<file path="src/hw/conv_pkg.sv">
package conv_pkg;

	// fixed-point format of the coefficients
	localparam int FRAC_BITS = 8;
	localparam int NUM_TAPS = 9;

	typedef logic signed [15:0] pixel_t;
	typedef logic signed [15:0] coef_t;
	// nine 32-bit products plus the shifted bias
	typedef logic signed [39:0] acc_t;
	typedef logic [7:0] coord_t;
	typedef logic [15:0] addr_t;

	typedef struct packed {
		logic en;
		addr_t addr;
	} coef_rd_t;

	typedef struct packed {
		logic en;
		coord_t row;
		coord_t col;
	} pix_rd_t;

	typedef struct packed {
		coord_t row;
		coord_t col;
	} out_coord_t;

endpackage

</file>
<file path="src/hw/conv_mac.sv">
module conv_mac (
	input logic clk,
	input logic rst,
	input logic en,
	input conv_pkg::pixel_t window [conv_pkg::NUM_TAPS],
	input conv_pkg::coef_t weights [conv_pkg::NUM_TAPS],
	input conv_pkg::coef_t bias,
	output conv_pkg::pixel_t result
);

	conv_pkg::acc_t sum;
	conv_pkg::acc_t scaled;

	// bias is aligned to the product scale before the sum
	always_comb
	begin
		sum = conv_pkg::acc_t'(bias) <<< conv_pkg::FRAC_BITS;
		for (int t = 0; t < conv_pkg::NUM_TAPS; t++)
			sum = sum + conv_pkg::acc_t'(window[t]) * conv_pkg::acc_t'(weights[t]);
	end

	assign scaled = sum >>> conv_pkg::FRAC_BITS;

	// low 16 bits only, wraps on overflow
	always_ff @(posedge clk or posedge rst)
	begin
		if (rst)
			result <= '0;
		else if (en)
			result <= scaled[15:0];
	end

endmodule

</file>
<file path="config.mk">
export PLATFORM = sky130hd
export DESIGN_NAME = conv_mac
export DESIGN_NICKNAME = d
export VERILOG_FILES = /design/src/hw/conv_pkg.sv /design/src/hw/conv_mac.sv
export SDC_FILE = /design/constraint.sdc
export NUM_CORES = 2
export LEC_CHECK = 0
export BUFFER_PORTS_ARGS = -buffer_cell sky130_fd_sc_hd__buf_2
export CORE_AREA = 2 2 475 477
export CTS_CLUSTER_DIAMETER = 200
export DETAILED_ROUTE_END_ITERATION = 7
export DIE_AREA = 0 0 477 479
export GPL_TIMING_DRIVEN = 0
export SYNTH_ARGS = -nofsm -noshare
export SYNTH_HDL_FRONTEND = slang
export SYNTH_SLANG_ARGS = --single-unit
</file>
<file path="constraint.sdc">
create_clock -name clk -period 0.8 [get_ports clk]
set_input_delay 0.08 -clock clk [delete_from_list [all_inputs] [get_ports clk]]
set_output_delay 0.08 -clock clk [all_outputs]
set_load 0.03 [all_outputs]
</file>
==> results by group <==
Outcome
  – Status: finished with violations
  – Failing checks: hold timing, setup timing

Layout
  – Final design utilization: 35.1%
  – # nets final: 10338
  – Reg with most FFs: result
  – Most frequent cells in the layout: inv_1, fa_1, and2_1
  – Largest regs: result x16
  – Most common cell after layout, fill and taps aside: inv_1
  – Share of cells above drive strength 1: 13.4%
  – Max reg flops: 16
  – Final non-filler cell total: 10543
  – Area Overhead vs Synth: 14.0%

Detailed routing
  – WL/cell: 22.3 µm
  – Drt drc: 0
  – DRT antenna net count: 0
  – Routed vias/inst: 4.61
  – Routed wire length: 235 mm
  – Iter 0 DRT Violations: 3395
  – Detailed Routing Iterations Pass 1: 5
  – Via count: 48644

Yosys
  – Syn_nets: 9949
  – Synth area leaders: fa_1, inv_1, and2_1
  – Mapped Cells: 7152
  – Seq cells post-synth: 16
  – Dominant cell type by area after synthesis: fa_1
  – Sequential-to-total area share from yosys stat: 0.582%
  – Asr flop ratio synth: 100%
  – Ys Warns: 0
  – Post-synth EDFFs: 0
  – Top_reg_cell synth: dfrtp_1
  – Mapped Area: 0.0688 mm²
  – Mean Syn Cell Area: 9.63 µm²
  – Post-synth cell types: 37
  – Post-synth top area share: 58.7%

Timing
  – Final count of pins violating max slew: 0
  – Worst-margin pin slew: 1.26 ns
  – Fin Clk Skew: 0 ns
  – RSZ-0062 raised after global routing: yes
  – Hold Fails Final Rpt: 16
  – Min setup slack post-route: -8.31 ns
  – Final worst-path cycle share: 1140%
  – Final Setup Violations: 32
  – Slew headroom: 15.2%
  – Tmin final: 9.11 ns
  – Hold_ws: -0.108 ns
  – Max Clock Freq: 0.110 GHz

CTS
  – CTS tree: built
  – CTS clk-pin slew, worst paths: 0.05 ns
  – Htree depth: 1
  – Skew-Pair Late Insertion Delay: 0.24 ns
  – Root buffer selected by CTS: clkbuf_16
  – Clk buf depth: 2
  – Number of buffers created by CTS: 3
  – Clk sinks: 16

GRT
  – First-pass GRT wire length: 355 mm
  – Initial antenna violation count: 35
  – Grt ovf: 0
  – Number of global-route vias before repair: 54727
  – All-Layer GR Usage: 20.9%
  – Largest net degree at the start of global routing: 17

Critical path
  – Worst Path Arrival: 9.23 ns
  – WS Path Type: in -> reg
  – Crit. End Element: flip-flop
  – Cell repeated most along the worst path: fa_2
  – Slowest stage delay, CP: 0.77 ns
  – Critical Path RT: 0.92 ns
  – CP max stage cell: fa_2
  – Startpoint Class: input pin
  – Critical path fanouts, max: 5

Die
  – Boundary Pins: 323
  – Die ar.: 0.228 mm²
  – Initial Util: 30.8%
  – Site Rows: 174
  – Die X: 477 µm
  – Chip Height: 479 µm
  – Total core area: 0.224 mm²

Hold path
  – HP Class: in -> async

Place
  – IO buf count: 299
  – Worst slack, placed: -10.18 ns
  – Post-DP HPWL: 215 mm
  – Placer Congestion: 0.939
  – Dpl cells: 10443

Flow run
  – Max-cap violations: 0
==> per-stage QoR <==
stage                     setup TNS [ns]  area (µm²)
after floorplan                  -113.28       69700
after global placement           -136.55       75000
after detailed placement         -137.13       75000
after CTS                        -125.46       77700
after global routing             -128.56       78500
final                            -125.09       78500
==> timing repair <==
action | 4_1_cts | 5_1_grt
setup endpoints to repair | 32 | 32
pin swaps | 137 | 98
resized for setup | 663 | 289
setup buffers | 55 | 28
cloned | 1 | 1
endpoints found under the hold margin | 16 | 16
==> cells by family after synthesis <==
kind of cell / Yosys count / share of synthesized area, %
adder cells (fa/ha/maj): 2490 / 67.3
multiplexers: 13 / 0.209
flip-flops: 16 / 0.582
buffers and inverters: 2289 / 12.5
XOR/XNOR: 242 / 3.34
AND/OR/NAND/NOR: 2070 / 15.8
AO/OA/AOI/OAI: 32 / 0.311
==> critical path: cells and delay by family <==
kind / cells / cell delay (ns)
and+or+nand+nor: 1 / 0.08
xor gates and xnor gates: 8 / 1.92
AOI/OAI and AO/OA: 1 / 0.09
buffers and inverters: 7 / 0.72
adders and majority gates: 12 / 6.31
==> final timing paths <==
check / start / to / slack, ns / cells after the start
worst max-delay path: weights[64] / result[15]$_DFFE_PP0P_ / -8.31 / 29
min in group clk: en / result[9]$_DFFE_PP0P_ / 0.21 / 2
worst min-delay path: rst / result[3]$_DFFE_PP0P_ / -0.11 / 2
max in group asynchronous: rst / result[2]$_DFFE_PP0P_ / 0.52 / 2
worst min register to register: result[7]$_DFFE_PP0P_ / result[7]$_DFFE_PP0P_ / 0.53 / 1
worst max register to register: result[12]$_DFFE_PP0P_ / result[12]$_DFFE_PP0P_ / -0.03 / 2
==> cell usage after synthesis, types with 5 or more instances <==
master,instances
dfrtp_1,16
nand2_1,833
mux2_2,11
inv_1,2013
nor2_1,5
fa_1,2020
ha_1,470
xnor2_1,188
xnor3_1,10
clkbuf_1,271
xor2_1,40
a21oi_1,12
nand2b_1,44
nor2b_1,42
a21o_1,7
and2_1,1139
==> cell type report <==
type / count / area, µm²
clock buffers: 4 / 88.8
flip-flops and latches: 16 / 400
inverters: 2013 / 7580
diodes: 11 / 27.5
fillers: 22930 / 145000
repair buffers: 384 / 2710
plain buffers: 276 / 2950
multi-input cells: 4847 / 61000
well taps: 2992 / 3740
==> routing by layer <==
layer	part of all wire [%]	track usage (%)	wire length [µm]
met5	0.076	0	178
met2	47	34.5	110000
met3	8.0	3.19	18800
met1	43	29.3	100000
met4	2.5	3.69	5880
Power is left out: the tool's default activity adds up to more than one toggle a clock period on the data nets, which glitch-free logic cannot reach.
