==> config.mk <==
export PLATFORM = sky130hd
export DESIGN_NAME = line_window
export DESIGN_NICKNAME = d
export VERILOG_FILES = /design/src/hw/conv_pkg.sv /design/src/hw/line_window.sv
export SDC_FILE = /design/constraint.sdc
export NUM_CORES = 1
export LEC_CHECK = 0
export ABC_AREA = 1
export BUFFER_PORTS_ARGS = -buffer_cell sky130_fd_sc_hd__buf_2
export CORE_UTILIZATION = 55
export DETAILED_ROUTE_END_ITERATION = 6
export PLACE_DENSITY = 0.74
export SYNTH_ARGS = -nofsm -noshare
export SYNTH_HDL_FRONTEND = slang
export SYNTH_SLANG_ARGS = --single-unit
==> constraint.sdc <==
create_clock -name clk -period 10.87 [get_ports clk]
set_input_delay 0.5435 -clock clk [delete_from_list [all_inputs] [get_ports clk]]
set_output_delay 0.5435 -clock clk [all_outputs]
set_load 0.05 [all_outputs]
==> src/hw/conv_pkg.sv <==
package conv_pkg;

	// fixed-point format of the coefficients
	localparam int FRAC_BITS = 8;
	localparam int NUM_TAPS = 9;

	typedef logic signed [15:0] pixel_t;
	typedef logic signed [15:0] coef_t;
	// nine 32-bit products plus the shifted bias
	typedef logic signed [39:0] acc_t;
	typedef logic [7:0] coord_t;
	typedef logic [15:0] addr_t;

	typedef struct packed {
		logic en;
		addr_t addr;
	} coef_rd_t;

	typedef struct packed {
		logic en;
		coord_t row;
		coord_t col;
	} pix_rd_t;

	typedef struct packed {
		coord_t row;
		coord_t col;
	} out_coord_t;

endpackage

==> src/hw/line_window.sv <==
module line_window #(
	parameter int IMG_WIDTH = 8
) (
	input logic clk,
	input logic rst,
	input logic pix_valid,
	input conv_pkg::pixel_t pix_in,
	output conv_pkg::pixel_t window [conv_pkg::NUM_TAPS]
);

	// three window stages plus the delay line make one image row
	localparam int DELAY = IMG_WIDTH - 3;

	// line_buf[0] feeds the top row, line_buf[1] the middle row
	conv_pkg::pixel_t line_buf [2][DELAY];

	always_ff @(posedge clk or posedge rst)
	begin
		if (rst)
		begin
			for (int t = 0; t < conv_pkg::NUM_TAPS; t++)
				window[t] <= '0;
			for (int r = 0; r < 2; r++)
			begin
				for (int s = 0; s < DELAY; s++)
					line_buf[r][s] <= '0;
			end
		end
		else if (pix_valid)
		begin
			// shift each window row towards its left tap
			for (int r = 0; r < 3; r++)
			begin
				window[3*r+1] <= window[3*r+2];
				window[3*r] <= window[3*r+1];
			end
			// newest pixel is the bottom-right tap
			window[8] <= pix_in;
			for (int r = 0; r < 2; r++)
			begin
				window[3*r+2] <= line_buf[r][DELAY-1];
				line_buf[r][0] <= window[3*r+3];
				for (int s = 1; s < DELAY; s++)
					line_buf[r][s] <= line_buf[r][s-1];
			end
		end
	end

endmodule

==> results.toml, run 1 <==
[outcome]
outcome = "completed"

[worst_setup_path]
critPathMaxStageDelay_ns = 0.89
r2r_end = "window[87]$_DFFE_PP0P_"
critPathArrivalTime_ns = 3.20
cpMaxStageDelayCell = "buf_4"
r2r-start = "window[87]$_DFFE_PP0P_"
start_kind = "input pin"
reg2regPathDepth = 2
r2r_setup_slack_ns = 10.15
required_ns = 11.34
crit_type = "in2reg"
worstPathCellList = "buf_8 > inv_8 > buf_4 > buf_4 > nand2_1 > nand2_1"
cp-end-kind = "flip-flop"
cp_max_fo = 137

[pwr]
p_clk_share_pct = 35.3
p_int_mw = 2.12
p_leak_nw = 7.92
power.share.sequential_pct = 45.8
comb_power_share_pct = 18.9
p_per_area_nw_per_um2 = 232
switching_share_pct = 31.7
p_total_mw = 3.10
p_sw_mw = 0.982
peakVddDrop_mv = 0.167

[route]
wirelength_um = 22200
ant_nets = 0
drt-initial-drc-count = 557
drt_first_pass_iters = 5
via_count = 8259
drc = 0
viasPerCell = 4.84
post_drt_wl_per_cell_um = 13.0

[synth]
syn_area_per_cell_um2 = 9.02
synth_area_um2 = 11600
yosysUniqueCellTypes = 8
syn-instance-count = 1285
ys_seq_elements = 304
synth-async-reset-ratio_pct = 100
syn-num-nets = 1304
synthTopCellsByArea = "dfrtp_1 (66%), nand2_1 (30%), buf_6 (2.8%)"
yosysWarnings = 0
yosys-top-cells-count = "nand2_1 (912), dfrtp_1 (304), buf_6 (29)"
synth_edf_count = 0
yosysTopAreaCell = "dfrtp_1"
synth_flop_cell = "dfrtp_1"
yosys.area.top_type_share_pct = 65.6
yosysMostFrequentCell = "nand2_1"
ys_seq_area_share_pct = 65.6

[floorplanning]
die_area_um2 = 21700
io_pins = 163
fp.dieH_um = 147
fp-row-count = 52
initial_core_util_pct = 56.7
coreArea_um2 = 20400
dieWidth_um = 147

[grt]
grt_pass1_wl_um = 37200
antenna_found_initial = 0
gr-usage-all-layers_pct = 20.9
grt_pass1_vias = 7855
grt_overflow_total = 0
grt_max_degree = 190

[clock_tree]
clock_sink_count = 304
numCtsBuffers = 31
tritoncts = "yes"
clk_latency_ns = 0.53
cts.clk_slew.worst_paths_ns = 0.06
cts-root-buf = "clkbuf_16"
post_cts_buffers = 0
clk_path_buf_depth = 3
cts.htree.levels = 1
cts_resized = 0
ctsHoldBuffers = 0

[sta]
rsz0062_at_grt = "no"
finalCritPeriodShare_pct = 25.1
max-slew-margin-rel_pct = 28.2
setup_viol = 0
fmax_ghz = 0.366
setup_tns_ns = 0
period_needed_ns = 2.73
slew_viol_final = 0
finClkSkew_ns = 0.00603
worst_pin_slew_ns = 1.08
final-hold-violation-count = 0

[layout]
num_antenna_cells = 0
fin_nets = 1437
seqCellArea_um2 = 7610
multiInputGateArea_um2 = 3420
final_cell_area_um2 = 13300
syn_to_final_growth_pct = 15.0
fillers = 1676
drive_gt1_share_pct = 15.2

[place]
gp_congestion = 0.755
place_hpwl_um = 13000
portBuffers = 162
dpl_cell_area_um2 = 12300

[hold_path]
min_path_type = "in2async"

[run]
max-cap-violations = 0
[worst max-delay path: cells and delay by family]
kind,cells,cell delay (ns)
AND/OR/NAND/NOR,2,0.22
buffers and inverters,4,2.38
[state kept, by name (all words and copies together) (netlist names)]
register	count
line_buf	160
window	144
[power groups by stage]
| stage | Sequential, mW | Combinational [mW] | Clock (mW) |
|---|---|---|---|
| finish | 1.42 | 0.587 | 1.09 |
| global route | 1.44 | 0.638 | 1.16 |
| CTS | 1.42 | 0.596 | 1.12 |
| global placement | 1.43 | 0.581 | 0 |
| floorplan | 1.69 | 0.193 | 0 |
| detailed placement | 1.44 | 0.593 | 0 |
[final cells by class]
| cell class | count | share of cell area (%) |
|---|---|---|
| clock inverters | 11 | 1.39 |
| clock buffers | 42 | 6.65 |
| repair buffers | 167 | 6.53 |
| well taps | 270 | 2.53 |
| flip-flops and latches | 304 | 57.1 |
| multi-input cells | 912 | 25.7 |
| inverters | 2 | 0.169 |
[worst max-delay path by stage]
stage,from,to,slack (ns),cells past startpoint
3_5_place_dp,pix_valid,line_buf[42]$_DFFE_PP0P_,7.51,6
4_1_cts,pix_valid,line_buf[42]$_DFFE_PP0P_,8.09,6
5_1_grt,pix_valid,window[89]$_DFFE_PP0P_,7.87,6
3_3_place_gp,pix_valid,line_buf[66]$_DFFE_PP0P_,7.55,6
2_1_floorplan,rst,line_buf[0]$_DFFE_PP0P_,1.92,1
6_report,pix_valid,window[32]$_DFFE_PP0P_,8.14,6
[cell families (layout without fill, tap and decap cells)]
kind of cell           count (synthesis)  in the layout  synth area share, %
buffers and inverters                 69            222                 4.83
and+or+nand+nor                      912            912                 29.5
DFF                                  304            304                 65.6
[layout by cell type (no fill, tap or decap), drive strengths merged]
cell type | synthesis | final
bufinv | 0 | 5
dfrtp | 304 | 304
clkbuf | 0 | 42
buf | 67 | 167
clkinv | 0 | 4
nand2 | 912 | 912
inv | 2 | 2
clkinvlp | 0 | 2
[metal layers]
| metal | GRT usage (%) | routed length (um) | part of all wire (%) |
|---|---|---|---|
| met1 | 28.1 | 9560 | 43 |
| met2 | 35.7 | 11200 | 50 |
| met3 | 3.51 | 972 | 4.4 |
| met4 | 4.90 | 456 | 2.1 |
| met5 | 0 | 0 | 0 |
[per-stage QoR]
stage          hold slack, ns  instances  util, %  setup slack, ns
2_1_floorplan           0.442       1285        -             1.92
3_3_place_gp            0.448       1655     60.0             7.55
3_5_place_dp            0.454       1655     60.0             7.51
4_1_cts                 0.188       1708     65.3             8.09
5_1_grt                 0.206       1708     65.3             7.87
6_report                0.168       1708     65.3             8.14
No activity file was read; power rests on OpenSTA's default activity.
==> inputs of run 2 (changes only) <==
- CORE_UTILIZATION: 55 -> 51
- PLACE_DENSITY: 0.74 -> 0.72
- clock period: 10.87 -> 2.5 ns (I/O delays scaled with it)
==> run 2 against run 1 <==
  * The run now ends with design-rule violations left
  * Count of clock-buffer cells in the layout down 1
  * Global-route usage down 1.3 points
  * Via count down 0.38%
  * Clock skew up 0.0083 ns
  * Clock power rose to 4.0 times the previous value
  * Highest routed layer unchanged
==> results.toml, run 2 (synthesized netlist as in run 1, its figures left out) <==
[outcome]
outcome = "finished with violations"
violations = "design-rule violations"

[clock_tree]
clock_sink_count = 304
post_cts_buffers = 0
clk_latency_ns = 0.55
cts-root-buf = "clkbuf_16"
cts.htree.levels = 1
numCtsBuffers = 30
clk_path_buf_depth = 3
tritoncts = "yes"
cts.clk_slew.worst_paths_ns = 0.06
ctsHoldBuffers = 17
cts_resized = 0

[worst_setup_path]
critPathMaxStageDelay_ns = 0.44
r2r_end = "window[87]$_DFFE_PP0P_"
worstSetupEndpoint = "window[73]"
critPathArrivalTime_ns = 1.30
crit_type = "reg2out"
start_kind = "flip-flop"
required_ns = 2.38
cp_top_family = "flip-flops"
r2r_setup_slack_ns = 1.78
r2r-start = "window[71]$_DFFE_PP0P_"
reg2regPathDepth = 2
worstPathCellList = "buf_2"
crit_start = "window[73]$_DFFE_PP0P_"
worst-path-stages = 1
cp_max_fo = 3
cp-end-kind = "primary output"
cpMaxStageDelayCell = "dfrtp_1"
crit_buf_inv = 1

[layout]
largest_register_ffs = 160
top_register = "line_buf"
num_antenna_cells = 0
final_cell_area_um2 = 13600
largest_registers = "line_buf (160), window (144)"
syn_to_final_growth_pct = 17.1
drive_gt1_share_pct = 15.5
final_common_cell = "nand2_1"
fin_nets = 1462
final_cell_mix = "nand2_1 (912), dfrtp_1 (304), buf_2 (161), clkbuf_16 (30), dlygate4sd3_1 (17)"
final_util_pct = 61.6

[sta]
rsz0062_at_grt = "no"
worst_pin_slew_ns = 0.790
hold_slack_ns = 0.0666
setup_viol = 0
max-slew-margin-rel_pct = 47.3
slew_viol_final = 0
finalCritPeriodShare_pct = 56.9
finClkSkew_ns = 0.0144
period_needed_ns = 1.42
final-hold-violation-count = 0
fmax_ghz = 0.703

[place]
portBuffers = 162
dpl_cell_area_um2 = 12400
gp_congestion = 0.739
place_hpwl_um = 13500

[route]
ant_nets = 0
viasPerCell = 4.72
drc = 9
drt-initial-drc-count = 569
via_count = 8228
drt_first_pass_iters = 7
wirelength_um = 22300
post_drt_wl_per_cell_um = 12.8

[floorplanning]
fp.dieH_um = 153
dieWidth_um = 153
fp-row-count = 54
initial_core_util_pct = 52.6
coreArea_um2 = 22000
die_area_um2 = 23300
io_pins = 163

[pwr]
peakVddDrop_mv = 0.576
p_leak_nw = 8.02
p_per_area_nw_per_um2 = 970

[grt]
grt_pass1_wl_um = 38000
antenna_found_initial = 0
grt_max_degree = 181
grt_pass1_vias = 7943
grt_overflow_total = 0
gr-usage-all-layers_pct = 19.7

[hold_path]
min_path_type = "in2async"

[run]
max-cap-violations = 0
## run 2: changes by cell type in the layout (fill, tap and decap cells not counted)
cell	change
buf_12	+6
buf_4	+3
bufinv_16	-3
clkbuf_1	+1
clkbuf_16	-1
clkbuf_8	-1
clkinv_2	+4
clkinv_8	+1
clkinvlp_4	+1
dlygate4sd3_1	+17
inv_8	-1
## run 2: area by class of cell
type | count | area (um^2)
clock buffer | 41 | 852
clock inverter | 13 | 131
fill | 1897 | 8460
inverter | 2 | 18.8
multi-input combinational | 912 | 3420
sequential | 304 | 7610
tap | 280 | 350
timing repair buffer | 193 | 1180
## run 2: metrics by stage
stage	power, mW	TNS (ns)	worst slack (ns)	std cells
after floorplan	8.19	-507.07	-1.67	1285
after global routing	13.8	0	1.04	1745
final	13.2	0	1.08	1745
after detailed placement	8.85	0	1.21	1674
after global placement	8.79	0	1.25	1674
after CTS	13.3	0	1.06	1745
## run 2: worst min-delay path: stages
cell and delay [ns]:
dlygate4sd3_1 0.53, buf_2 0.13, clkinvlp_4 0.20
## run 2: report_power, final
part | internal, mW | leakage (nW) | total [mW] | switching, mW
Combinational | 0.604 | 3.50 | 2.59 | 1.99
Sequential | 5.67 | 4.04 | 6.16 | 0.494
Clock | 2.58 | 0.485 | 4.40 | 1.82
Total | 8.86 | 8.02 | 13.2 | 4.30
## run 2: layer usage
metal / GRT usage [%] / vias to the layer above / part of all wire (%) / wire length, um
li1: - / 4171 / - / -
met1: 24.9 / 3866 / 44 / 9740
met2: 33.8 / 160 / 49 / 10900
met3: 4.47 / 31 / 5.7 / 1280
met4: 5.77 / 0 / 2.0 / 446
met5: 0 / - / 0 / 0
## run 2: worst min path at each step
stage / start / to / slack, ns / cells after the start
after floorplan: pix_in[0] / window[0]$_DFFE_PP0P_ / 0.24 / 2
after global placement: rst / window[46]$_DFFE_PP0P_ / 0.08 / 2
after detailed placement: rst / window[46]$_DFFE_PP0P_ / 0.09 / 2
after CTS: rst / line_buf[46]$_DFFE_PP0P_ / 0.05 / 3
after global routing: rst / window[46]$_DFFE_PP0P_ / 0.08 / 3
final: rst / window[46]$_DFFE_PP0P_ / 0.07 / 3
