===== config.mk =====
export PLATFORM = sky130hd
export DESIGN_NAME = coef_loader
export DESIGN_NICKNAME = d
export VERILOG_FILES = /design/src/hw/conv_pkg.sv /design/src/hw/coef_loader.sv
export SDC_FILE = /design/constraint.sdc
export NUM_CORES = 1
export LEC_CHECK = 0
export ABC_AREA = 1
export BUFFER_PORTS_ARGS = -buffer_cell sky130_fd_sc_hd__clkbuf_2
export CAP_MARGIN = 20
export CORE_AREA = 10 10 146 175
export DETAILED_ROUTE_END_ITERATION = 16
export DIE_AREA = 0 0 156 185
export GPL_TIMING_DRIVEN = 0
export PLACE_DENSITY_LB_ADDON = 0.3
export REMOVE_ABC_BUFFERS = 1
export SLEW_MARGIN = 20
export SYNTH_ARGS = -nofsm -noshare
export SYNTH_HDL_FRONTEND = slang
export SYNTH_SLANG_ARGS = --single-unit

===== constraint.sdc =====
create_clock -name clk -period 11.8 [get_ports clk]
set_input_delay 1.18 -clock clk [delete_from_list [all_inputs] [get_ports clk]]
set_output_delay 1.18 -clock clk [all_outputs]
set_load 0.03 [all_outputs]

===== src/hw/conv_pkg.sv =====
package conv_pkg;

	// fixed-point format of the coefficients
	localparam int FRAC_BITS = 8;
	localparam int NUM_TAPS = 9;

	typedef logic signed [15:0] pixel_t;
	typedef logic signed [15:0] coef_t;
	// nine 32-bit products plus the shifted bias
	typedef logic signed [39:0] acc_t;
	typedef logic [7:0] coord_t;
	typedef logic [15:0] addr_t;

	typedef struct packed {
		logic en;
		addr_t addr;
	} coef_rd_t;

	typedef struct packed {
		logic en;
		coord_t row;
		coord_t col;
	} pix_rd_t;

	typedef struct packed {
		coord_t row;
		coord_t col;
	} out_coord_t;

endpackage


===== src/hw/coef_loader.sv =====
module coef_loader #(
	parameter int NUM_COEF = 9
) (
	input logic clk,
	input logic rst,
	input logic store_done,
	input conv_pkg::coef_t rd_data,
	output conv_pkg::coef_rd_t rd,
	output conv_pkg::coef_t coefs [NUM_COEF],
	output logic ready
);

	typedef enum logic {
		idle,
		load
	} load_state_t;

	localparam conv_pkg::addr_t last_addr = conv_pkg::addr_t'(NUM_COEF - 1);

	load_state_t state;
	logic req_en;
	conv_pkg::addr_t req_cnt;
	logic cap_en;
	conv_pkg::addr_t cap_cnt;

	assign rd = '{en: req_en, addr: req_cnt};

	always_ff @(posedge clk or posedge rst)
	begin
		if (rst)
		begin
			state <= idle;
			req_en <= 1'b0;
			req_cnt <= '0;
			cap_en <= 1'b0;
			cap_cnt <= '0;
			ready <= 1'b0;
		end
		else
		begin
			// memory answers one cycle after the request
			cap_en <= req_en;
			case (state)
			idle:
			begin
				if (store_done)
				begin
					state <= load;
					req_en <= 1'b1;
					req_cnt <= '0;
					cap_cnt <= '0;
					ready <= 1'b0;
				end
			end
			load:
			begin
				if (req_en)
				begin
					if (req_cnt == last_addr)
						req_en <= 1'b0;
					else
						req_cnt <= req_cnt + 1'b1;
				end
				if (cap_en)
				begin
					cap_cnt <= cap_cnt + 1'b1;
					if (cap_cnt == last_addr)
					begin
						state <= idle;
						ready <= 1'b1;
					end
				end
			end
			default:
				state <= idle;
			endcase
		end
	end

	// new words enter at the top, so entry k ends up with address k
	always_ff @(posedge clk)
	begin
		if (cap_en)
		begin
			coefs[NUM_COEF-1] <= rd_data;
			for (int k = 0; k < NUM_COEF - 1; k++)
				coefs[k] <= coefs[k+1];
		end
	end

endmodule


==> impl_metrics.env, run 1 <==
export IMPL_status="finished, final reports clean"
export IMPL_die_width_um=156
export IMPL_drive_gt1_share_pct=33.93
export IMPL_rows=60
export IMPL_final_max_slew_viol_count=0
export IMPL_clock_sinks=180
export IMPL_avgSynthCellArea_um2=14.03
export IMPL_critPathMaxFanout=22
export IMPL_critical_path_required_ns=12.11
export IMPL_yosysTopAreaCell="edfxtp_1"
export IMPL_clk_pin_slew_ns=0.08
export IMPL_p_leak_nw=3.591
export IMPL_final_cell_mix="clkbuf_2, edfxtp_1, nand2_1"
export IMPL_wl_um=15380
export IMPL_tightest_slew_ns=0.6744
export IMPL_ys_ff_latch=180
export IMPL_setup_violations=0
export IMPL_finalCritPeriodShare_pct=20.86
export IMPL_hold_depth=0
export IMPL_coreArea_um2=22150
export IMPL_yosysTopAreaCellShare_pct=65.98
export IMPL_clock_latency_ns=0.43
export IMPL_finClkSkew_ns=0.01007
export IMPL_synth_area_um2=6554
export IMPL_relSlewSlack_pct=55.04
export IMPL_stdcell_area_um2=8462
export IMPL_diodes=0
export IMPL_antenna_found_initial=0
export IMPL_max_stage_delay_ns=0.69
export IMPL_r2r_end="cap_cnt[9]"
export IMPL_grt_pass1_vias=4159
export IMPL_grtUsageTotal_pct=10.98
export IMPL_syn2layout_area_growth_pct=29.11
export IMPL_post_cts_buffers=0
export IMPL_htreeDepth=4
export IMPL_worstPathCellList="inv_2, nand2_2, nand2_1, nand2_1, inv_1, nand2_1, nor2_1, o21a_1"
export IMPL_max_freq_ghz=0.4063
export IMPL_rsz0062_at_grt="false"
export IMPL_drt_first_iter_violations=211
export IMPL_die_area_um2=28860
export IMPL_synth_cells=467
export IMPL_cp_arrival_ns=2.78
export IMPL_hold_buffers=0
export IMPL_drc=0
export IMPL_cts_tree="yes"
export IMPL_grt_pass1_wl_um=24000
export IMPL_power_per_cell_area_nw_per_um2=293.6
export IMPL_synthTopCellsByArea="edfxtp_1, dfrtp_1, nand2_1, nor2_1, nand3_1"
export IMPL_die_h_um=185
export IMPL_ys_seq_area_share_pct=79.73
export IMPL_hold_path_endpoint="coefs[96]"
export IMPL_post_cts_resized=0
export IMPL_clock_tree_root_cell="clkbuf_16"
export IMPL_hold_start="coefs[80]"
export IMPL_drt_met1_wl_um=6192
export IMPL_io_pins=181
export IMPL_routedWlPerCell_um=16.17
export IMPL_vias=4094
export IMPL_start_util_pct=29.59
export IMPL_first_pass_iters=4
export IMPL_clockBufferDepth=2
export IMPL_fin_nets=683
export IMPL_timing_rr_start="state"
export IMPL_cap_violations=0
export IMPL_port_buffers=180
export IMPL_grt_max_degree=51
export IMPL_gr_total_overflow=0
export IMPL_cp_slowest_cell="dfrtp_1"
export IMPL_start_kind="flop"
export IMPL_rrSetupSlack_ns=9.34
export IMPL_max_vdd_ir_drop_mv=0.1093
export IMPL_crit_top_cell="nand2_1"
export IMPL_final_common_cell="clkbuf_2"
export IMPL_path_class="flop to flop"
export IMPL_worstSetupEndpointType="flop"
export IMPL_hpwl_um=11350
export IMPL_tns_ns=0
export IMPL_r2r_cells=8
export IMPL_wl_met3_um=939
export IMPL_dpl_cell_area_um2=7824
export IMPL_place_gp_congestion=0.8091
export IMPL_ys_warn_count=0
export IMPL_vias_per_cell=4.305
export IMPL_hp_class="flop to flop"
export IMPL_highest_layer="met4"
export IMPL_synth_cell_type_count=29
export IMPL_fin_crit_ns=2.461
export IMPL_met2_length_um=7937
export IMPL_cts_buffers=17
export IMPL_hold_viol=0
export IMPL_ant_nets=0
==> state kept, by name (all words and copies together), names as in the netlist <==
register  count
state         1
cap_cnt      16
ready         1
coefs       144
req_en        1
req_cnt      16
cap_en        1
==> cells in the mapped netlist <==
cell,number
o21a_1,1
nor3_1,2
nand3_1,36
and3_1,1
nor4_1,1
nand4_1,11
o21bai_1,1
nand3_2,1
nand2_1,92
nor2_2,3
edfxtp_1,144
nand2_2,2
xor2_1,5
inv_2,2
nor3b_1,1
o22ai_1,1
clkbuf_1,3
dfrtp_1,36
buf_6,2
buf_2,2
inv_1,36
ha_1,4
a21oi_1,6
o21ai_0,14
nor3b_2,1
nand2_4,2
nor2_1,54
a21oi_2,1
buf_4,2
==> per-stage QoR <==
| step | setup WS (ns) | cells | hold WS (ns) | utilization (%) | total power [mW] |
|---|---|---|---|---|---|
| 6_report | 9.339 | 951 | 0.4433 | 38.21 | 2.485 |
| 5_1_grt | 9.005 | 951 | 0.4490 | 38.21 | 2.613 |
| 4_1_cts | 9.279 | 951 | 0.4427 | 38.21 | 2.530 |
| 3_5_place_dp | 8.960 | 920 | 0.4309 | 35.33 | 1.917 |
| 3_3_place_gp | 5.709 | 917 | 0.4279 | 34.97 | 1.919 |
| 2_1_floorplan | 7.301 | 458 | 0.4794 | - | 1.628 |
==> routing by layer <==
layer  track usage, %  vias up
met5                0        -
met4            4.992        0
met3            3.411       19
met2            18.99      110
met1            12.10     1956
li1                 -     2009
==> how the worst max path moves through the flow <==
stage / slack (ns) / start / endpoint / depth (start not counted)
5_1_grt: 9.00 / state / cap_cnt[13] / 10
3_5_place_dp: 8.96 / store_done / cap_cnt[13] / 10
3_3_place_gp: 5.71 / cap_en / cap_cnt[13] / 9
4_1_cts: 9.28 / state / cap_cnt[9] / 8
2_1_floorplan: 7.30 / cap_en / cap_cnt[13] / 9
6_report: 9.34 / state / cap_cnt[9] / 8
==> critical path, delay by kind of cell (launching register included) <==
| kind | cells | cell delay (ns) |
|---|---|---|
| simple gates | 5 | 1.18 |
| buf+inv | 2 | 0.32 |
| compound gates | 1 | 0.16 |
| flops | 1 | 0.69 |
==> report_power, final <==
group | switching (mW) | total, mW | internal (mW) | leakage [nW]
Clock | 0.261 | 0.605 | 0.344 | 0.307
Sequential | 0.141 | 1.12 | 0.975 | 1.84
Combinational | 0.591 | 0.763 | 0.172 | 1.45
Total | 0.993 | 2.48 | 1.49 | 3.59
==> layout make-up <==
type                       instances  area (um2)
clock buffer                      17       425.4
clock inverter                    14       212.7
fill                            2088       13680
inverter                          38       142.6
multi-input combinational        240        1127
sequential                       180        5229
tap                              279       349.1
timing repair buffer             183       975.9
==> kinds of logic after synthesis <==
family | Yosys count | share of synthesized area [%]
buf+inv | 47 | 3.074
flops | 180 | 79.73
compound gates | 24 | 1.986
simple gates | 207 | 13.78
xor+xnor | 5 | 0.6682
fa+ha+maj | 4 | 0.7637
Power figures use the tool's default switching activity.
==> run 2, diff against run 1 <==
Clock period 11.8 ns to 2.5 ns, I/O delays scaled along.
==> impl_metrics.env, run 2 (same netlist as run 1, synthesis figures left out) <==
export IMPL_vias=4168
export IMPL_final_common_cell="clkbuf_2"
export IMPL_clock_latency_ns=0.43
export IMPL_max_vdd_ir_drop_mv=0.5107
export IMPL_setup_violations=0
export IMPL_antenna_found_initial=0
export IMPL_power_per_cell_area_nw_per_um2=1362
export IMPL_path_class="flop to flop"
export IMPL_fin_cells=968
export IMPL_nFillCells=2072
export IMPL_status="finished, final reports clean"
export IMPL_wl_um=15640
export IMPL_relSlewSlack_pct=55.22
export IMPL_port_buffers=180
export IMPL_clock_tree_root_cell="clkbuf_16"
export IMPL_cts_buffers=17
export IMPL_finClkSkew_ns=0.009913
export IMPL_hp_class="input pin to flop"
export IMPL_worstSetupEndpointType="flop"
export IMPL_r2r_cells=8
export IMPL_final_max_slew_viol_count=0
export IMPL_grtUsageTotal_pct=11.10
export IMPL_place_gp_congestion=0.8091
export IMPL_finalCritPeriodShare_pct=85.47
export IMPL_hold_depth=5
export IMPL_r2r_end="cap_cnt[9]"
export IMPL_hpwl_um=11350
export IMPL_routedWlPerCell_um=16.16
export IMPL_drc=0
export IMPL_grt_pass1_wl_um=24330
export IMPL_regArea_um2=5229
export IMPL_first_pass_iters=4
export IMPL_start_util_pct=29.59
export IMPL_grt_max_degree=51
export IMPL_cts_tree="yes"
export IMPL_crit_start="state"
export IMPL_rsz0062_at_grt="false"
export IMPL_critical_path_required_ns=2.81
export IMPL_place_ws_ns=-0.001102
export IMPL_post_cts_buffers=0
export IMPL_cp_arrival_ns=2.45
export IMPL_whs_ns=0.1902
export IMPL_largest_register_ffs=144
export IMPL_die_area_um2=28860
export IMPL_top_register="coefs"
export IMPL_power_total_mw=11.76
export IMPL_rows=60
export IMPL_stdcell_area_um2=8640
export IMPL_cap_violations=0
export IMPL_fin_crit_ns=2.137
export IMPL_clockBufferDepth=2
export IMPL_fin_util_pct=39.01
export IMPL_die_h_um=185
export IMPL_die_width_um=156
export IMPL_clock_sinks=180
export IMPL_fin_nets=700
export IMPL_start_kind="flop"
export IMPL_largestRegisters="coefs x144, cap_cnt x16, req_cnt x16"
export IMPL_syn2layout_area_growth_pct=31.83
export IMPL_timing_rr_start="state"
export IMPL_final_cell_mix="clkbuf_2, edfxtp_1, nand2_1"
export IMPL_drive_gt1_share_pct=33.24
export IMPL_hold_path_endpoint="state"
export IMPL_diodes=0
export IMPL_dpl_cell_area_um2=7824
export IMPL_multi_input_area_um2=1135
export IMPL_place_inst=920
export IMPL_htreeDepth=4
export IMPL_tns_ns=0
export IMPL_clk_pin_slew_ns=0.07
export IMPL_io_pins=181
export IMPL_ant_nets=0
export IMPL_coreArea_um2=22150
export IMPL_drt_first_iter_violations=212
export IMPL_vias_per_cell=4.306
export IMPL_rrSetupSlack_ns=0.36
export IMPL_p_leak_nw=3.671
export IMPL_hold_start="store_done"
export IMPL_critPathMaxFanout=22
export IMPL_gr_total_overflow=0
export IMPL_grt_pass1_vias=4208
export IMPL_hold_viol=0
export IMPL_max_freq_ghz=0.4680
export IMPL_tightest_slew_ns=0.6716
export IMPL_setup_slack_ns=0.3633
-- run 2: metal layers --
metal / track usage, % / wire length (um)
met2: 19.25 / 8076
met4: 4.992 / 323
met5: 0 / 0
met1: 12.16 / 6273
met3: 3.528 / 965
-- run 2: cell type report --
class	instances	area share, %
clock buffer	17	4.924
clock inverter	14	2.462
inverter	38	1.651
multi-input combinational	240	13.14
sequential	180	60.52
tap	279	4.041
timing repair buffer	200	13.27
-- run 2: power breakdown --
group,switching (mW),internal (mW)
sequential,0.667,4.60
clock,1.23,1.62
combinational,2.80,0.833
total,4.70,7.06
-- run 2: worst max path at each step --
stage          cells after the start     endpoint  slack, ns
2_1_floorplan                      9  cap_cnt[13]      -2.00
3_3_place_gp                       9  cap_cnt[13]      -3.59
3_5_place_dp                       8   cap_cnt[9]     -0.001
4_1_cts                           10  cap_cnt[13]       0.21
5_1_grt                           10  cap_cnt[13]       0.11
6_report                           8   cap_cnt[9]       0.36
-- run 2: critical path, stage by stage (launching register included) --
cell,delay [ns]
dfrtp_1,0.69
inv_2,0.24
nand2_4,0.30
nand2_2,0.21
nand2_1,0.18
inv_1,0.08
nand2_1,0.10
nor2_1,0.05
o21a_1,0.16
-- run 2: what timing repair did --
action / in CTS / in global routing
hold buffers: 17 / 0
endpoints found under the setup margin: 2 / 1
resized for setup: 1 / 1
endpoints found under the hold margin: 27 / 0
pin swaps: 0 / 0
