[src/hw/conv_pkg.sv]
package conv_pkg;

	// fixed-point format of the coefficients
	localparam int FRAC_BITS = 8;
	localparam int NUM_TAPS = 9;

	typedef logic signed [15:0] pixel_t;
	typedef logic signed [15:0] coef_t;
	// nine 32-bit products plus the shifted bias
	typedef logic signed [39:0] acc_t;
	typedef logic [7:0] coord_t;
	typedef logic [15:0] addr_t;

	typedef struct packed {
		logic en;
		addr_t addr;
	} coef_rd_t;

	typedef struct packed {
		logic en;
		coord_t row;
		coord_t col;
	} pix_rd_t;

	typedef struct packed {
		coord_t row;
		coord_t col;
	} out_coord_t;

endpackage

[src/hw/scan_ctrl.sv]
module scan_ctrl #(
	parameter int IMG_WIDTH = 8
) (
	input logic clk,
	input logic rst,
	input logic pixel_store_done,
	input logic weights_ready,
	input logic bias_ready,
	output conv_pkg::pix_rd_t pix_rd,
	output logic pix_valid,
	output logic mac_en,
	output logic out_valid,
	output conv_pkg::out_coord_t out_coord,
	output logic conv_done
);

	typedef enum logic {
		idle,
		run
	} scan_state_t;

	localparam conv_pkg::coord_t last_idx = conv_pkg::coord_t'(IMG_WIDTH - 1);

	scan_state_t state;
	conv_pkg::coord_t rd_row;
	conv_pkg::coord_t rd_col;
	conv_pkg::coord_t arr_row;
	conv_pkg::coord_t arr_col;
	conv_pkg::out_coord_t mac_coord;
	logic mac_last;

	assign pix_rd = '{en: (state == run), row: rd_row, col: rd_col};

	always_ff @(posedge clk or posedge rst)
	begin
		if (rst)
		begin
			state <= idle;
			rd_row <= '0;
			rd_col <= '0;
		end
		else
		begin
			case (state)
			idle:
			begin
				// frame only starts with all coefficients in place
				if (pixel_store_done && weights_ready && bias_ready)
				begin
					state <= run;
					rd_row <= '0;
					rd_col <= '0;
				end
			end
			run:
			begin
				if (rd_col == last_idx)
				begin
					rd_col <= '0;
					if (rd_row == last_idx)
						state <= idle;
					else
						rd_row <= rd_row + 1'b1;
				end
				else
				begin
					rd_col <= rd_col + 1'b1;
				end
			end
			default:
				state <= idle;
			endcase
		end
	end

	// arr_* follow the pixel now on the data bus
	always_ff @(posedge clk or posedge rst)
	begin
		if (rst)
		begin
			pix_valid <= 1'b0;
			arr_row <= '0;
			arr_col <= '0;
			mac_en <= 1'b0;
			mac_last <= 1'b0;
			out_valid <= 1'b0;
			conv_done <= 1'b0;
		end
		else
		begin
			pix_valid <= pix_rd.en;
			arr_row <= rd_row;
			arr_col <= rd_col;
			// window is full once two rows and two columns are in
			mac_en <= pix_valid && (arr_row >= 2) && (arr_col >= 2);
			mac_last <= pix_valid && (arr_row == last_idx) && (arr_col == last_idx);
			out_valid <= mac_en;
			conv_done <= mac_last;
		end
	end

	always_ff @(posedge clk)
	begin
		mac_coord.row <= arr_row - conv_pkg::coord_t'(2);
		mac_coord.col <= arr_col - conv_pkg::coord_t'(2);
		out_coord <= mac_coord;
	end

endmodule

[config.mk]
export PLATFORM = sky130hd
export DESIGN_NAME = scan_ctrl
export DESIGN_NICKNAME = d
export VERILOG_FILES = /design/src/hw/conv_pkg.sv /design/src/hw/scan_ctrl.sv
export SDC_FILE = /design/constraint.sdc
export NUM_CORES = 1
export LEC_CHECK = 0
export BUFFER_PORTS_ARGS = -buffer_cell sky130_fd_sc_hd__buf_2
export CAP_MARGIN = 10
export CORE_MARGIN = 1.5
export CORE_UTILIZATION = 35
export DETAILED_ROUTE_END_ITERATION = 10
export MAX_ROUTING_LAYER = met4
export PLACE_DENSITY = 0.52
export SYNTH_ARGS = -nofsm -noshare
export SYNTH_HDL_FRONTEND = slang
export SYNTH_SLANG_ARGS = --single-unit
[constraint.sdc]
create_clock -name clk -period 2.7 [get_ports clk]
set_input_delay 0.135 -clock clk [delete_from_list [all_inputs] [get_ports clk]]
set_output_delay 0.135 -clock clk [all_outputs]
set_load 0.02 [all_outputs]
==> metrics.log, run 1 <==
[metrics] result of the run: complete, no violations
[metrics] std cell rows: 30
[metrics] clock period minus worst slack: 2110 ps
[metrics] clock buffer count from CTS: 9
[metrics] CTS Hold Bufs: 1
[metrics] worst hold-check path type: in2reg
[metrics] portion of total power attributed to combinational logic: 0.008
[metrics] actual slew at the worst max-slew pin: 857 ps
[metrics] clock latency on the worst-skew pair: 340 ps
[metrics] relative max-transition margin: 0.426
[metrics] Crit path required time: 2930 ps
[metrics] clock power share: 0.467
[metrics] clock tree from TritonCTS: done
[metrics] register share of total power: 0.525
[metrics] number of maximum-capacitance violations: 0
[metrics] final core utilization: 0.439
[metrics] maximum operating frequency: 475 MHz
[metrics] Post-synth EDFFs: 0
[metrics] r2r worst-path depth: 5
[metrics] switching component of the power: 0.378 mW
[metrics] Simple-Gate Fraction of Synth Area: 0.132
[metrics] Total Nets Final: 250
[metrics] fraction of the mapped netlist area in compound gates: 0.117
[metrics] net count after synthesis: 198
[metrics] placed insts: 309
[metrics] clock edge transition at the registers on the reported setup and hold paths: 70 ps
[metrics] worst endpoint data arrival time: 2340 ps
[metrics] switching part of the total power: 0.191
[metrics] Pint: 1.60 mW
[metrics] top cell type by total area after synthesis: sky130_fd_sc_hd__dfrtp_1
[metrics] peak per-stage delay on the critical path: 540 ps
[metrics] post-synthesis cell type count: 41
[metrics] average footprint of a synthesized cell: 12.7 µm²
[metrics] area of the core region: 0.00672 mm²
[metrics] maximum clock path buffer count: 2
[metrics] number of global-route vias before repair: 1425
[metrics] total standard cell area after synthesis: 0.00240 mm²
[metrics] number of nets still failing antenna checks after routing: 0
[metrics] main combinational cell family by area after synthesis: simple AND/OR/NAND/NOR gates
[metrics] detailed-router iteration count before antenna repair: 4
[metrics] proportion of synthesized area in mux cells: 0
[metrics] Worst setup SP type: flop
[metrics] largest net degree at the start of global routing: 39
[metrics] xor/xnor cell area share of the yosys netlist: 0.0437
[metrics] crit path capture: rd_row[4]
[metrics] cell family contributing the most delay on the critical path: simple AND/OR/NAND/NOR gates
[metrics] Clk Tree Root Cell: sky130_fd_sc_hd__clkbuf_8
[metrics] total wirelength of the detailed-routed design: 4420 µm
[metrics] number of fill cells in the layout: 628
[metrics] worst-case register-to-register setup slack: 590 ps
[metrics] post-route worst setup slack: 594 ps
[metrics] half-perimeter wire length after placement: 2990 µm
[metrics] all-layer global routing usage: 0.133
[metrics] gr ovfl total: 0
[metrics] Final setup violation count: 0
[metrics] detailed-route vias per instance: 4.77
[metrics] post-route non-filler standard cell count: 326
[metrics] cells taking the most area after synthesis: sky130_fd_sc_hd__dfrtp_1, sky130_fd_sc_hd__dfxtp_1, sky130_fd_sc_hd__xor2_1
[metrics] Synth top area share: 0.396
[metrics] residual DRC count: 0
[metrics] endpoint of the lowest-slack register-to-register path: rd_row[4]
[metrics] Pins Over Slew Limit: 0
[metrics] number of gates given a new drive strength after cts: 0
[metrics] vertical extent of the die: 85.9 µm
[metrics] Post-CTS Repair Setup Buffers: 0
[metrics] type of the worst setup path: reg2reg
[metrics] RSZ-0062 raised after global routing: false
[metrics] number of port buffers: 41
[metrics] DRT iter0 DRCs: 33
[metrics] Final TNS setup: 0 ps
[metrics] total of flip-flops plus latches after synthesis: 70
[metrics] adder and majority gate portion of the synthesized area: 0.0208
[metrics] average wire per standard cell: 13.6 µm
[metrics] ordered list of cells on the worst path: ha_1 > or4bb_1 > or3_1 > a21o_1 > a21o_1
[metrics] synth-to-layout area growth: 22.6%
[metrics] largest fanout of any net on the critical path: 7
[metrics] count of buffering cells on the critical path with inverters included: 0
[metrics] ratio of final minimum period to clock period: 0.780
[metrics] number of antenna repair diodes: 0
[metrics] Pleak: 1.37 nW
[metrics] ports placed on the boundary: 42
[metrics] warnings from Yosys: 0
[metrics] hold violation count in the final report: 0
[metrics] number of H-tree levels: 3
[metrics] setup slack after placement: 597 ps
[metrics] total number of vias: 1555
[metrics] most prevalent standard cell on the critical path: sky130_fd_sc_hd__a21o_1
[metrics] leading register cell type out of synthesis: sky130_fd_sc_hd__dfrtp_1
[metrics] reg-to-reg critical path startpoint: rd_col[0]
[metrics] worst clock skew on the final layout: 7.68 ps
[metrics] sequential cell area fraction in the yosys report: 0.662
[metrics] standard cell with the maximum stage delay on the critical path: sky130_fd_sc_hd__or4bb_1
[metrics] Post-Syn Instances: 189
[metrics] cell count along the critical path: 5
[metrics] clk sink count: 70
[metrics] Worst setup EP type: flop
[metrics] share of synthesized registers carrying an async set or reset: 0.543
[metrics] Initial Utilization: 0.358
[metrics] Die X-Extent: 85.9 µm
[metrics] layout cell share with drive strength beyond 1: 0.252
[metrics] peak supply drop: 214 µV
[metrics] wire length of the first global-routing pass: 7140 µm
[metrics] Worst Setup SP: rd_col[0]
[metrics] die outline area: 0.00737 mm²
[metrics] total power density per cell area: 673 mW/mm²
[metrics] routability-driven placement congestion ratio: 0.772
[metrics] post-route worst hold slack: 249 ps
[metrics] antenna violations before repair: 0
[synth_stat cells, types with 4 or more instances]
cell type / n
sky130_fd_sc_hd__xor2_1: 8
sky130_fd_sc_hd__a21oi_1: 4
sky130_fd_sc_hd__a21o_1: 6
sky130_fd_sc_hd__nand4_1: 5
sky130_fd_sc_hd__nor4_1: 4
sky130_fd_sc_hd__xnor2_1: 4
sky130_fd_sc_hd__ha_1: 4
sky130_fd_sc_hd__nor2_1: 5
sky130_fd_sc_hd__inv_1: 10
sky130_fd_sc_hd__o21ai_0: 11
sky130_fd_sc_hd__dfrtp_1: 38
sky130_fd_sc_hd__dfxtp_1: 32
sky130_fd_sc_hd__nand2_1: 9
sky130_fd_sc_hd__nor3_1: 5
sky130_fd_sc_hd__a31oi_1: 5
[per-stage QoR]
stage,power [mW],cell area [µm²]
floorplan,1.07,2400
global placement,1.08,2700
detailed placement,1.08,2700
CTS,2.00,2950
global route,2.06,2950
finish,1.98,2950
[state kept, by name (all words and copies together), names as in the netlist]
register / flops
state: 1
arr_col: 8
out_valid: 1
mac_coord: 16
mac_last: 1
arr_row: 8
mac_en: 1
conv_done: 1
rd_col: 8
out_coord: 16
rd_row: 8
pix_valid: 1
[power by group through the flow]
stage          Combinational, mW  Sequential (mW)  Clock [mW]
4_1_cts                   0.0175             1.04       0.946
3_5_place_dp              0.0165             1.06           0
3_3_place_gp              0.0164             1.06           0
6_report                  0.0164             1.04       0.925
2_1_floorplan            0.00843             1.06           0
5_1_grt                   0.0194             1.04       0.997
[placed cells by master (no fill, tap or decap), types with 4 or more instances in the layout]
cell / netlist / final
sky130_fd_sc_hd__a21o_1: 6 / 6
sky130_fd_sc_hd__a21oi_1: 4 / 4
sky130_fd_sc_hd__a31oi_1: 5 / 5
sky130_fd_sc_hd__buf_2: 0 / 41
sky130_fd_sc_hd__clkbuf_16: 0 / 4
sky130_fd_sc_hd__clkbuf_8: 0 / 9
sky130_fd_sc_hd__dfrtp_1: 38 / 38
sky130_fd_sc_hd__dfxtp_1: 32 / 32
sky130_fd_sc_hd__ha_1: 4 / 4
sky130_fd_sc_hd__inv_1: 10 / 10
sky130_fd_sc_hd__nand2_1: 9 / 9
sky130_fd_sc_hd__nand4_1: 5 / 5
sky130_fd_sc_hd__nor2_1: 5 / 5
sky130_fd_sc_hd__nor3_1: 5 / 5
sky130_fd_sc_hd__nor4_1: 4 / 4
sky130_fd_sc_hd__o21ai_0: 11 / 11
sky130_fd_sc_hd__xnor2_1: 4 / 4
sky130_fd_sc_hd__xor2_1: 8 / 8
[cell families (layout without fill, tap and decap cells)]
group | after synthesis | in the layout
buffers and inverters | 13 | 70
DFF | 70 | 70
AOI/OAI and AO/OA | 38 | 38
adders and majority gates | 4 | 4
and+or+nand+nor | 52 | 52
xor gates and xnor gates | 12 | 12
[worst min-delay path by stage]
stage / slack (ps) / start / cells past startpoint / end
floorplan: 310 / mac_coord[0] / 0 / out_coord[0]
global placement: 280 / rst / 3 / out_valid
detailed placement: 280 / rst / 3 / out_valid
CTS: 240 / weights_ready / 3 / rd_col[5]
global route: 270 / weights_ready / 3 / rd_col[5]
finish: 250 / weights_ready / 3 / rd_col[5]
[tightest hold or removal path, cell delays in order]
cell and delay, ps:
sky130_fd_sc_hd__buf_2 90, sky130_fd_sc_hd__a31o_2 200, sky130_fd_sc_hd__a31oi_1 110
[per-layer routing]
| metal | wire (µm) | GRT usage | vias up |
|---|---|---|---|
| met5 | 0 | - | - |
| met4 | 91 | 0.0704 | 0 |
| met3 | 156 | 0.0385 | 9 |
| met2 | 2010 | 0.194 | 38 |
| met1 | 2170 | 0.167 | 721 |
| li1 | - | - | 787 |
[cell type report]
| cell class | count | area, µm² | share of cell area |
|---|---|---|---|
| timing repair buffer | 44 | 230 | 0.0781 |
| multi-input combinational | 106 | 752 | 0.255 |
| clock buffer | 16 | 235 | 0.0798 |
| inverter | 10 | 37.5 | 0.0127 |
| sequential | 70 | 1590 | 0.540 |
| tap | 80 | 100 | 0.0340 |
Power figures use the tool's default switching activity.
==> inputs of run 2 (changes only) <==
Settings changed: PLACE_DENSITY 0.52 to 0.54.
Clock period 2.7 ns to 1.7 ns, I/O delays scaled along.
==> run 2 against run 1 <==
The flow now finishes with violations (negative setup slack). Via count is 9.2% higher. Final cell count is 8.0% higher. Count of clock-buffer cells in the layout is 4 lower. Routed wire length is 13% higher. Die area stayed put. Non-clock buffer count is 26 higher. Clock power is 43% higher. Worst setup slack worse by 700 ps. Global-route usage is 1.5 points higher. First-iteration DRC count is 52% higher. Flip-flop and latch count stayed put.
==> metrics.log, run 2 (synthesis results as in run 1) <==
[metrics] Initial Utilization: 0.358 (unchanged)
[metrics] leading cell types in the layout, fill and taps excluded: sky130_fd_sc_hd__buf_2, sky130_fd_sc_hd__dfxtp_1, sky130_fd_sc_hd__dfrtp_1
[metrics] relative max-transition margin: 0.679 (+0.253)
[metrics] Clk Tree Root Cell: sky130_fd_sc_hd__clkbuf_8
[metrics] r2r worst-path depth: 5 (unchanged)
[metrics] Pins Over Slew Limit: 0 (unchanged)
[metrics] number of maximum-capacitance violations: 0 (unchanged)
[metrics] average wire per standard cell: 14.2 µm (+4.9%)
[metrics] total power density per cell area: 937 mW/mm² (+39%)
[metrics] peak supply drop: 349 µV (+63%)
[metrics] largest fanout of any net on the critical path: 3 (-4)
[metrics] Post-CTS Repair Setup Buffers: 0 (unchanged)
[metrics] Worst setup EP type: flop
[metrics] number of H-tree levels: 3 (unchanged)
[metrics] type of the worst setup path: reg2reg
[metrics] RSZ-0062 raised after global routing: true
[metrics] area of the core region: 0.00672 mm² (unchanged)
[metrics] clk sink count: 70 (unchanged)
[metrics] vertical extent of the die: 85.9 µm (unchanged)
[metrics] wire length of the first global-routing pass: 7800 µm (+9.2%)
[metrics] registers with the most flip-flops: mac_coord (16), out_coord (16)
[metrics] worst-case register-to-register setup slack: -110 ps (-700 ps)
[metrics] die outline area: 0.00737 mm² (unchanged)
[metrics] Worst Setup SP: rd_row[0]
[metrics] DRT iter0 DRCs: 50 (+52%)
[metrics] post-route non-filler standard cell count: 352 (+8.0%)
[metrics] actual slew at the worst max-slew pin: 482 ps (-376 ps)
[metrics] Total Nets Final: 276 (+10%)
[metrics] worst endpoint data arrival time: 2050 ps (-290 ps)
[metrics] clock tree from TritonCTS: done
[metrics] antenna violations before repair: 0 (unchanged)
[metrics] clock edge transition at the registers on the reported setup and hold paths: 70 ps (about the same)
[metrics] most frequent standard cell in the layout excluding fill and tap cells: sky130_fd_sc_hd__buf_2
[metrics] setup slack after placement: -86.1 ps (-683 ps)
[metrics] half-perimeter wire length after placement: 3460 µm (+16%)
[metrics] number of global-route vias before repair: 1646 (+16%)
[metrics] total number of vias: 1698 (+9.2%)
[metrics] maximum clock path buffer count: 2 (unchanged)
[metrics] gr ovfl total: 0 (unchanged)
[metrics] ratio of final minimum period to clock period: 1.06 (+0.282)
[metrics] number of antenna repair diodes: 0 (unchanged)
[metrics] final core utilization: 0.476 (+0.0371)
[metrics] ports placed on the boundary: 42 (unchanged)
[metrics] endpoint of the lowest-slack register-to-register path: rd_row[6]
[metrics] placed insts: 335 (+8.4%)
[metrics] Worst setup SP type: flop
[metrics] largest net degree at the start of global routing: 39 (unchanged)
[metrics] all-layer global routing usage: 0.148 (+0.0147)
[metrics] crit path capture: rd_row[6]
[metrics] detailed-router iteration count before antenna repair: 4 (unchanged)
[metrics] residual DRC count: 0 (unchanged)
[metrics] layout cell share with drive strength beyond 1: 0.401 (+0.149)
[metrics] maximum operating frequency: 554 MHz (+17%)
[metrics] Crit path required time: 1940 ps (-990 ps)
[metrics] hold violation count in the final report: 0 (unchanged)
[metrics] total wirelength of the detailed-routed design: 5010 µm (+13%)
[metrics] number of nets still failing antenna checks after routing: 0 (unchanged)
[metrics] clock buffer count from CTS: 9 (unchanged)
[metrics] clock period minus worst slack: 1810 ps (-301 ps)
[metrics] Final setup violation count: 2 (+2)
[metrics] synth-to-layout area growth: 33.0%
[metrics] worst clock skew on the final layout: 4.95 ps (-2.73 ps)
[metrics] routability-driven placement congestion ratio: 0.861 (+11%)
[metrics] std cell rows: 30 (unchanged)
[metrics] Die X-Extent: 85.9 µm (unchanged)
[metrics] post-route worst setup slack: -105 ps (-699 ps)
[metrics] clock latency on the worst-skew pair: 350 ps (about the same)
[metrics] Pleak: 1.49 nW (+9.1%)
[metrics] detailed-route vias per instance: 4.82 (+1.1%)
[metrics] number of port buffers: 41 (unchanged)
[metrics] reg-to-reg critical path startpoint: rd_row[0]
[metrics] violated checks: negative setup slack
[metrics] worst hold-check path type: in2reg
[metrics] result of the run: complete, but fails checks
## run 2: final cells by class
type / count / area [µm²]
clock buffers: 12 / 178
clock inverters: 4 / 25.0
fillers: 642 / 3520
inverters: 10 / 37.5
multi-input cells: 106 / 828
flip-flops and latches: 70 / 1600
well taps: 80 / 100
repair buffers: 70 / 425
## run 2: per-stage QoR
stage	setup TNS [ps]	instance area (µm²)	power [mW]	hold WS (ps)
2_1_floorplan	-469	2440	1.70	277
3_3_place_gp	-119	2930	1.71	224
3_5_place_dp	-165	2930	1.71	226
4_1_cts	-186	3150	3.02	170
5_1_grt	-400	3200	3.12	162
6_report	-204	3200	3.00	171
## run 2: worst min path at each step
stage | startpoint | slack, ps | end | cells after the start
4_1_cts | weights_ready | 170 | rd_col[5] | 3
6_report | weights_ready | 170 | rd_col[5] | 3
5_1_grt | weights_ready | 160 | rd_col[5] | 3
3_5_place_dp | rst | 230 | out_valid | 3
2_1_floorplan | rst | 280 | arr_col[0] | 1
3_3_place_gp | rst | 220 | pix_valid | 3
## run 2: what timing repair did
item,CTS,global route
hold buffers,1,0
hold endpoints to repair,38,0
pin swaps,2,0
endpoints found under the setup margin,2,10
gates resized for setup,2,13
## run 2: routing by layer
metal	track usage	share of wire
met4	0.0660	0.018
met1	0.167	0.46
met2	0.238	0.48
met5	-	0
met3	0.0500	0.039
## run 2: worst max-delay path, stage by stage (launching register included)
cell and delay, ps:
sky130_fd_sc_hd__dfrtp_2 390, sky130_fd_sc_hd__ha_4 130, sky130_fd_sc_hd__or4b_4 470, sky130_fd_sc_hd__or3_4 410, sky130_fd_sc_hd__a21o_1 170, sky130_fd_sc_hd__a21o_1 140
## run 2: report_power, final
group	total [mW]	internal [mW]	switching [mW]
combinational	0.0259	0.00649	0.0194
sequential	1.65	1.65	0
clock	1.32	0.706	0.611
